`config.mk`:
```
export PLATFORM = sky130hd
export DESIGN_NAME = replay_top
export DESIGN_NICKNAME = d
export VERILOG_FILES = /design/src/time_pkg.sv /design/src/cmd_pkg.sv /design/src/time_mgr_conf_if.sv /design/src/hb_sender.sv /design/src/pc_parser.sv /design/src/replay_top.sv /design/src/time_mgr.sv /design/src/time_unit_pulser.sv
export SDC_FILE = /design/constraint.sdc
export NUM_CORES = 1
export LEC_CHECK = 0
export BUFFER_PORTS_ARGS = -buffer_cell sky130_fd_sc_hd__buf_2
export CORE_UTILIZATION = 25
export DETAILED_ROUTE_END_ITERATION = 10
export PLACE_DENSITY = 0.47
export SLEW_MARGIN = 10
export SYNTH_ARGS = -nofsm -noshare
export SYNTH_HDL_FRONTEND = slang
export SYNTH_SLANG_ARGS = --single-unit
```
`constraint.sdc`:
```
create_clock -name clk -period 24.5 [get_ports clk]
set_input_delay 2.45 -clock clk [delete_from_list [all_inputs] [get_ports clk]]
set_output_delay 2.45 -clock clk [all_outputs]
set_load 0.01 [all_outputs]
```
`src/time_pkg.sv`:
```
`default_nettype none

// wall-clock widths and limits shared by the time keeping blocks
package time_pkg;

  // width of wall time and capture time, in time units
  localparam int time_w = 48;

  // width of the unit length, in clock cycles
  localparam int unit_w = 16;

  // wall or capture time value
  typedef logic [time_w-1:0] time_t;

  // clock cycles per time unit
  typedef logic [unit_w-1:0] unit_t;

  // wall clock value after reset or a restart command
  localparam time_t time_reset_value = time_t'(1);

endpackage

`default_nettype wire

```
`src/cmd_pkg.sv`:
```
`default_nettype none

// command word layout
// opcode sits in the top byte, payload in the low bits
package cmd_pkg;

  localparam int word_w = 64;
  localparam int op_w = 8;
  localparam int payload_w = word_w - op_w;

  // record payload or configuration value
  typedef logic [payload_w-1:0] payload_t;

  // command opcodes, anything else is dropped by the parser
  typedef enum logic [op_w-1:0] {
    // payload low 16 bits: new unit length in cycles
    op_set_unit   = 8'h01,
    // payload low 48 bits: heartbeat period in units
    op_set_hb     = 8'h02,
    // restart the wall clock, no payload
    op_reset_time = 8'h03,
    // payload low 48 bits: capture time of the following records
    op_timestamp  = 8'h04,
    // payload is a record for downstream
    op_data       = 8'h05
  } opcode_e;

  // configuration after reset
  localparam time_pkg::unit_t default_unit_len = time_pkg::unit_t'(8);
  localparam time_pkg::time_t default_hb_every = time_pkg::time_t'(4);

endpackage

`default_nettype wire

```
`src/time_mgr_conf_if.sv`:
```
`default_nettype none

// configuration path from the command parser to the time manager
interface time_mgr_conf_if;

  // clock cycles per time unit
  time_pkg::unit_t unit_len;
  // heartbeat period in time units
  time_pkg::time_t send_hb_up_every;
  // capture time of the records now in the stream
  time_pkg::time_t pc_time_elapsed;
  // one-cycle restart of the wall clock
  logic reset_time;

  // parser side drives everything
  modport parser (
    output unit_len, send_hb_up_every, pc_time_elapsed, reset_time
  );

  // time manager only reads
  modport mgr (
    input unit_len, send_hb_up_every, pc_time_elapsed, reset_time
  );

endinterface

`default_nettype wire

```
`src/hb_sender.sv`:
```
`default_nettype none

// heartbeat word toward upstream
// one holding register, a newer pulse replaces a pending time
module hb_sender (
  input  logic            clk,
  input  logic            reset,
  input  logic            send_hb_up_pulse,
  input  time_pkg::time_t time_elapsed,
  output logic            up_valid,
  input  logic            up_ready,
  output time_pkg::time_t up_time
);

  // pending flag
  // a pulse in the same cycle as a transfer keeps it set for the new time
  always_ff @(posedge clk or posedge reset) begin
    if (reset) begin
      up_valid <= 1'b0;
    end else if (send_hb_up_pulse) begin
      up_valid <= 1'b1;
    end else if (up_ready) begin
      up_valid <= 1'b0;
    end
  end

  // wall time sampled on the pulse
  // slow consumers see the newest value
  always_ff @(posedge clk) begin
    if (send_hb_up_pulse) begin
      up_time <= time_elapsed;
    end
  end

endmodule

`default_nettype wire

```
`src/pc_parser.sv`:
```
`default_nettype none

// command decoder
// configuration commands always go through
// data commands load a one-entry output register toward downstream
module pc_parser (
  input  logic                    clk,
  input  logic                    reset,
  input  logic                    cmd_valid,
  output logic                    cmd_ready,
  input  logic [cmd_pkg::word_w-1:0] cmd_data,
  input  logic                    stall_dn,
  time_mgr_conf_if.parser         conf,
  output logic                    dn_valid,
  input  logic                    dn_ready,
  output cmd_pkg::payload_t       dn_data
);

  cmd_pkg::opcode_e  opcode;
  cmd_pkg::payload_t payload;
  // current word is a record
  logic              is_data;
  // output register empty or drained this cycle
  logic              slot_free;
  // command transfer this cycle
  logic              cmd_fire;
  // record transfer into the output register
  logic              data_load;

  // field split of the command word
  assign opcode = cmd_pkg::opcode_e'(cmd_data[cmd_pkg::word_w-1 -: cmd_pkg::op_w]);
  assign payload = cmd_data[cmd_pkg::payload_w-1:0];
  assign is_data = (opcode == cmd_pkg::op_data);

  assign slot_free = !dn_valid || dn_ready;

  // records wait for the wall clock and for room in the register
  // everything else, unknown opcodes included, is taken at once
  assign cmd_ready = is_data ? (slot_free && !stall_dn) : 1'b1;
  assign cmd_fire = cmd_valid && cmd_ready;
  assign data_load = cmd_fire && is_data;

  // restart pulse, the wall clock takes it on the transfer edge
  assign conf.reset_time = cmd_fire && (opcode == cmd_pkg::op_reset_time);

  // configuration registers, visible the cycle after the transfer
  always_ff @(posedge clk or posedge reset) begin
    if (reset) begin
      conf.unit_len <= cmd_pkg::default_unit_len;
      conf.send_hb_up_every <= cmd_pkg::default_hb_every;
      conf.pc_time_elapsed <= '0;
    end else if (cmd_fire) begin
      case (opcode)
        cmd_pkg::op_set_unit: begin
          conf.unit_len <= payload[time_pkg::unit_w-1:0];
        end
        cmd_pkg::op_set_hb: begin
          conf.send_hb_up_every <= payload[time_pkg::time_w-1:0];
        end
        cmd_pkg::op_timestamp: begin
          conf.pc_time_elapsed <= payload[time_pkg::time_w-1:0];
        end
        // a restart also drops the capture time in force
        // so records already stamped do not stall on the new wall clock
        cmd_pkg::op_reset_time: begin
          conf.pc_time_elapsed <= '0;
        end
        // records and unknown opcodes leave the configuration alone
        default: begin
        end
      endcase
    end
  end

  // output register valid
  // a load in the draining cycle keeps it set
  always_ff @(posedge clk or posedge reset) begin
    if (reset) begin
      dn_valid <= 1'b0;
    end else if (data_load) begin
      dn_valid <= 1'b1;
    end else if (dn_ready) begin
      dn_valid <= 1'b0;
    end
  end

  // payload only changes on a load, so it holds under back-pressure
  always_ff @(posedge clk) begin
    if (data_load) begin
      dn_data <= payload;
    end
  end

endmodule

`default_nettype wire

```
`src/replay_top.sv`:
```
`default_nettype none

// capture replay top level
// parser feeds the time manager's configuration
// time manager paces the records and the heartbeats
module replay_top (
  input  logic                       clk,
  input  logic                       reset,
  input  logic                       cmd_valid,
  output logic                       cmd_ready,
  input  logic [cmd_pkg::word_w-1:0] cmd_data,
  output logic                       dn_valid,
  input  logic                       dn_ready,
  output cmd_pkg::payload_t          dn_data,
  output logic                       up_valid,
  input  logic                       up_ready,
  output time_pkg::time_t            up_time,
  output time_pkg::time_t            time_elapsed,
  output logic                       stall_dn
);

  // heartbeat tick between time manager and sender
  logic send_hb_up_pulse;

  time_mgr_conf_if conf_if ();

  pc_parser pc_parser_inst (
    .clk       (clk),
    .reset     (reset),
    .cmd_valid (cmd_valid),
    .cmd_ready (cmd_ready),
    .cmd_data  (cmd_data),
    .stall_dn  (stall_dn),
    .conf      (conf_if.parser),
    .dn_valid  (dn_valid),
    .dn_ready  (dn_ready),
    .dn_data   (dn_data)
  );

  // unit tick is internal to the time manager
  time_mgr time_mgr_inst (
    .clk              (clk),
    .reset            (reset),
    .conf             (conf_if.mgr),
    .unit_pulse       (),
    .send_hb_up_pulse (send_hb_up_pulse),
    .time_elapsed     (time_elapsed),
    .stall_dn         (stall_dn)
  );

  hb_sender hb_sender_inst (
    .clk              (clk),
    .reset            (reset),
    .send_hb_up_pulse (send_hb_up_pulse),
    .time_elapsed     (time_elapsed),
    .up_valid         (up_valid),
    .up_ready         (up_ready),
    .up_time          (up_time)
  );

endmodule

`default_nettype wire

```
`src/time_mgr.sv`:
```
`default_nettype none

// wall clock in time units, heartbeat timing and downstream stall
// records are held back while their capture time is ahead of the wall clock
module time_mgr (
  input  logic            clk,
  input  logic            reset,
  time_mgr_conf_if.mgr    conf,
  output logic            unit_pulse,
  output logic            send_hb_up_pulse,
  output time_pkg::time_t time_elapsed,
  output logic            stall_dn
);

  // units counted since the last heartbeat, starts at 1
  time_pkg::time_t units_since_hb;

  // unit tick from the configured length
  time_unit_pulser unit_pulser_inst (
    .clk           (clk),
    .reset         (reset),
    .clks_per_unit (conf.unit_len),
    .unit_pulse    (unit_pulse)
  );

  // wall clock
  // a restart wins over a unit tick in the same cycle
  always_ff @(posedge clk or posedge reset) begin
    if (reset) begin
      time_elapsed <= time_pkg::time_reset_value;
    end else if (conf.reset_time) begin
      time_elapsed <= time_pkg::time_reset_value;
    end else if (unit_pulse) begin
      time_elapsed <= time_elapsed + time_pkg::time_t'(1);
    end
  end

  // heartbeat counter
  // fires on the unit pulse that completes the period, pulse is seen one cycle later
  // >= catches a period shortened below the current count
  always_ff @(posedge clk or posedge reset) begin
    if (reset) begin
      units_since_hb <= time_pkg::time_t'(1);
      send_hb_up_pulse <= 1'b0;
    end else if (unit_pulse) begin
      if (units_since_hb >= conf.send_hb_up_every) begin
        units_since_hb <= time_pkg::time_t'(1);
        send_hb_up_pulse <= 1'b1;
      end else begin
        units_since_hb <= units_since_hb + time_pkg::time_t'(1);
        send_hb_up_pulse <= 1'b0;
      end
    end else begin
      send_hb_up_pulse <= 1'b0;
    end
  end

  // capture time ahead of wall time, so hold the records
  assign stall_dn = (conf.pc_time_elapsed > time_elapsed);

endmodule

`default_nettype wire

```
`src/time_unit_pulser.sv`:
```
`default_nettype none

// one-cycle pulse every clks_per_unit clock cycles
module time_unit_pulser (
  input  logic            clk,
  input  logic            reset,
  input  time_pkg::unit_t clks_per_unit,
  output logic            unit_pulse
);

  // cycles counted in the current unit
  time_pkg::unit_t cnt;
  // last cycle of the unit reached
  logic            cnt_done;

  // zero or one means a pulse on every cycle
  // compare with >= so a shorter length takes effect at once
  always_comb begin
    if (clks_per_unit <= time_pkg::unit_t'(1)) begin
      cnt_done = 1'b1;
    end else begin
      cnt_done = (cnt >= clks_per_unit - time_pkg::unit_t'(1));
    end
  end

  // counter restarts after each pulse
  always_ff @(posedge clk or posedge reset) begin
    if (reset) begin
      cnt <= '0;
      unit_pulse <= 1'b0;
    end else if (cnt_done) begin
      cnt <= '0;
      unit_pulse <= 1'b1;
    end else begin
      cnt <= cnt + time_pkg::unit_t'(1);
      unit_pulse <= 1'b0;
    end
  end

endmodule

`default_nettype wire
```
* Word level (Yosys, flattened, before mapping)
Index checks and enable logic that the tools add are counted.
** Word-level totals
- Logic and storage cells :: 53
- Register bits :: 332
- Output and inout port bits :: 156
- Input bits :: 69
** Operators by class
- Multiplexer cells :: 14
- $add $sub $neg :: 4
- Order comparisons :: 4
- Equal/unequal tests :: 5
- Reduce and logical (&&, ||, !) cells :: 14
** Operator list (number)
- $mux W48 :: 3
- $add A48 B1 Y48 const B :: 2
- $pmux W48 S2 :: 1
- $ge A48 B48 Y1 :: 1
- $gt A48 B48 Y1 :: 1
- $add A16 B1 Y16 const B :: 1
- $eq A8 B2 Y1 const B :: 2
- $eq A8 B3 Y1 const B :: 2
- $ge A16 B16 Y1 :: 1
- $le A16 B1 Y1 const B :: 1
- $mux W16 :: 1
- $sub A16 B1 Y16 const B :: 1
- $mux W1 :: 9
- $eq A8 B1 Y1 const B :: 1
- $reduce_bool A2 Y1 :: 4
- $reduce_and A2 Y1 :: 3
- $logic_and A1 B1 Y1 :: 4
- $logic_not A1 Y1 :: 2
- $logic_or A1 B1 Y1 :: 1

* Longest topological paths before layout
- Depth in word-level cells :: 7
- Mapped depth :: 13
- Mapped depth without buffers :: 12

* Cells and area by module
A second synthesis with hierarchy kept.
** Unflattened totals
- Cell total of the unflattened synthesis :: 1451
- Area, all modules :: 16420.7 um^2
** By module, submodules not included
- time_mgr :: sequential area each 2429.8 um^2, times used 1, area each 7206.9 um^2, cells each 828
- pc_parser :: sequential area each 4511.8 um^2, times used 1, area each 6323.6 um^2, cells each 414
- hb_sender :: sequential area each 1466.4 um^2, times used 1, area each 1481.4 um^2, cells each 52
- time_unit_pulser :: sequential area each 425.4 um^2, times used 1, area each 1408.9 um^2, cells each 157

* Least setup slack after synthesis
OpenSTA, ideal clock, no wires.
- Path type :: in2reg
- Start :: in cmd_data[61] (netlist bit)
- End :: reg pc_parser_inst.dn_data[0], enable pin
- Slack :: 15.084 ns
- Required time :: 23.891 ns
- Data arrival time :: 8.807 ns
- Stages :: 5
- Buffers on the path :: 0
- Setup time :: 0.609 ns
- Path through :: or4_1 > nor2_1 > and4b_1 > nand2_1 > nor4_1
** On the way
- Cells in the longest elaborated chain, start to end :: 4
** RTL lines
- from (decl) :: line replay_top.sv:11 : input logic [cmd_pkg::word_w-1:0] cmd_data,
- $eq A8 B3 Y1 * :: line pc_parser.sv:33 : assign is_data = (opcode == cmd_pkg::op_data);
- $mux W1 :: line pc_parser.sv:39 : assign cmd_ready = is_data ? (slot_free && !stall_dn) : 1'b1;
- $logic_and A1 B1 Y1 :: line pc_parser.sv:40 : assign cmd_fire = cmd_valid && cmd_ready;
- $logic_and A1 B1 Y1 * :: line pc_parser.sv:41 : assign data_load = cmd_fire && is_data;
- named net pc_parser_inst.data_load :: line pc_parser.sv:28 : logic data_load;
- to (signal assigned) :: line pc_parser.sv:90 : dn_data <= payload;
- to (decl) :: line pc_parser.sv:16 : output cmd_pkg::payload_t dn_data
The timed path passes the listed nets; every way through them passes the cells marked *.
A chain may end at the register's enable or synchronous reset.

* Worst setup path in the final report
- Start :: in cmd_data[61] (netlist bit)
- End :: out cmd_ready
** On the way
- Cells in the longest elaborated chain, start to end :: 2
** RTL lines
- $eq A8 B3 Y1 :: line pc_parser.sv:33
- $mux W1 :: line pc_parser.sv:39
- to (decl) :: line replay_top.sv:10 : output logic cmd_ready,
Every way passes these cells.

==> metrics.txt <==
status=complete, no violations; Period Utilization, post-route=27.1%; reg2reg start=time_mgr_inst.time_elapsed[45]; Worst Skew=about 12 ps; worst hold slack=approximately 480 ps; initial antenna violation count=1; final setup fails=0; Mapped Area=0.0159 sq mm; Filler cells=approximately 6.4k; nets@finish=~1.8k; # DRC=0; RSZ-0062 raised after global routing=no; Internal=1.06 mW; Worst slew margin=a little over a fifth; Worst Hold End=hb_sender_inst.up_valid; WS Path Type=in2out; Power Density=75.4 mW/mm^2; Main synth FF type=dfrtp_1; vias in the first global route=11.2k; clock buffer count from CTS=41; Worst-Skew Late Latency=550 ps; Synth area leader=dfrtp_1; Synth area leaders=dfrtp_1 (35%), edfxtp_1 (20%), ha_1 (9.2%); Reg2Reg Capture Point=pc_parser_inst.dn_data[54]; postcts setup bufs=0; commonest cells in the netlist=dfrtp_1 (224), ha_1 (117), inv_1 (110), edfxtp_1 (104), nand2_1 (93); drt via density=~4.5; Placed Cells=about 2.4k; final std cells w/o fill=about 2.5k; post-synth top area share=35.2%; core area=about 0.063 sq mm; Layout area overhead=21.5%; CTS Buffer Depth=3; hold depth=1; leakage=slightly below 9 nW; largest net degree at the start of global routing=119; Clock power frac=40.6%; Max Slew Vio Count=0; Post-CTS Hold Buffers=0; Total GRT Usage=a little over an eighth; Comb power frac=approximately 14%; Worst EP arrival=4200 ps; Final Hold Viols=0; CP startpoint kind=input port; final wirelength=approximately 43000 microns; Setup crit end kind=primary output; Initial Utilization=25.3%; CTS Root Cell=clkbuf_16; post-synthesis sequential element count=about 330; setup TNS=0 ps; min Tclk post-route=between 6000 and 7000 ps; post-CTS sizing=0; VDD IR max=~0.039 mV; EDFF count, synth=~100; FF+latch area=around 0.009 sq mm; num rows=92; worst slack, placed=between 15000 and 20000 ps; max cap viols=0; Iteration-0 DRC Markers=a little over 600; router iterations before antenna repair=5; die area=~0.065 sq mm; htree depth=2; die extent in x=approximately 250 microns; syn nets=roughly 1.6k; remaining global-route overflow=0; Sw Ratio=between 20% and 30%; number of I/O port buffers=~220; Post-Syn Instances=approximately 1.4k; area of the multi-input gates=~0.0065 sq mm; Detailed Place HPWL=around 31000 microns; GPL Wtd Cong=roughly 0.8; Die Span Y=approximately 250 microns; worst hold start=hb_sender_inst.up_valid; Net Sw Power=0.403 mW; wire per inst=between 15 and 20 microns; CTS tree=done; post-synthesis cell type count=62; Worst Tran Pin Value=1180 ps; FMAX=between 150 and 200 MHz; via count=about 11k; first-pass GRT wire length=67000 microns; Mean Syn Cell Area=about 11 sq um; worst reg-to-reg setup slack=slightly above 20000 ps; CP required=between 20000 and 25000 ps; PnR worst setup slack=around 18000 ps; most numerous cell in the Yosys netlist=dfrtp_1; antenna viol nets, final=0; part of the power in registers=between 40 and 50%; Post-synth ARST share=between 60% and 70%; sequential area share after synthesis=between 50% and 60%; CTS sink cnt=around 330; share of cells above drive strength 1=between 20% and 30%; worst min-delay path category=reg2reg; clock slew at reported path FFs=about 60 ps; Worst Reg-to-Reg Cells=9; crit path max fanout=6; Syn. warnings=0; I/O pin cnt=about 230
## routing by layer
layer  routed length, microns  up-vias  track usage [%]
li1                         -     5515                -
met1                    21000     5446             19.0
met2                    19400      210             20.8
met3                     1900       62             2.46
met4                      997        0             4.03
met5                        0        -                0
## worst max path at each step
stage                     slack, ps  cells past startpoint         start                         to
after global placement        17900                      6  cmd_data[61]                  cmd_ready
after floorplan               15080                      5  cmd_data[61]  pc_parser_inst.dn_data[0]
after global routing          17690                      6  cmd_data[61]                  cmd_ready
after CTS                     17830                      6  cmd_data[61]                  cmd_ready
after detailed placement      17840                      6  cmd_data[61]                  cmd_ready
final                         17850                      6  cmd_data[61]                  cmd_ready
## per-stage QoR
stage / cell area, sq um / power [mW] / utilization, %
after floorplan: 15900 / 0.797 / -
after global placement: 18100 / 0.874 / 28.7
after detailed placement: 18100 / 0.882 / 28.7
after CTS: 19300 / 1.49 / 30.7
after global routing: 19300 / 1.54 / 30.7
final: 19300 / 1.46 / 30.7
## layout by cell type, fill, tap and decap left out, drive strengths merged, types with 3 or more instances in the layout
cell type / n
inv: 111
xor2: 31
nor2b: 8
or2: 5
and3: 19
a21o: 19
and4: 15
dfstp: 4
nor4: 15
nand3: 48
nor3: 87
clkinv: 8
nand2: 93
ha: 117
o2111ai: 3
a22o: 48
and2: 4
edfxtp: 104
dfrtp: 224
buf: 235
or4: 10
a21oi: 37
bufinv: 3
o211ai: 3
clkbuf: 60
xnor2: 85
o21ai: 66
or3: 13
nor2: 81
nand4: 49
mux2: 17
nand2b: 6
a211oi: 7
## worst max-delay path: stages
cell and delay, ps:
buf_2 90, or4_1 680, nor2_1 430, and4b_1 280
o31ai_1 90, buf_2 170
## power groups by stage
| stage | combinational [mW] | sequential, mW | clock (mW) |
|---|---|---|---|
| 6_report | 0.204 | 0.663 | 0.592 |
| 3_5_place_dp | 0.208 | 0.674 | 0 |
| 5_1_grt | 0.237 | 0.669 | 0.633 |
| 2_1_floorplan | 0.139 | 0.658 | 0 |
| 3_3_place_gp | 0.201 | 0.672 | 0 |
| 4_1_cts | 0.210 | 0.663 | 0.615 |
## area by class of cell
| cell class | instances | area share, % |
|---|---|---|
| Sequential cell | 332 | 45.7 |
| Clock buffer | 60 | 5.94 |
| Tap cell | 846 | 5.47 |
| Multi-Input combinational cell | 916 | 33.8 |
| Clock inverter | 12 | 0.705 |
| Antenna cell | 1 | 0.0129 |
| Timing Repair Buffer | 235 | 6.22 |
| Inverter | 110 | 2.17 |
## logic make-up after synthesis
logic type	after synthesis	share of synthesized area (%)
buf+inv	157	3.78
fa+ha+maj	117	9.20
compound gates	204	8.52
simple gates	460	15.3
xor+xnor	116	6.38
mux	19	1.33
flops	332	55.5
## flip-flops by register name, summed over array words and instances (netlist names)
name / count
hb_sender_inst.up_time: 48
hb_sender_inst.up_valid: 1
pc_parser_inst.conf.pc_time_elapsed: 48
pc_parser_inst.conf.send_hb_up_every: 48
pc_parser_inst.conf.unit_len: 16
pc_parser_inst.dn_data: 56
pc_parser_inst.dn_valid: 1
time_mgr_inst.send_hb_up_pulse: 1
time_mgr_inst.time_elapsed: 48
time_mgr_inst.unit_pulser_inst.cnt: 16
time_mgr_inst.unit_pulser_inst.unit_pulse: 1
time_mgr_inst.units_since_hb: 48
(Power assumes the default switching activity.)
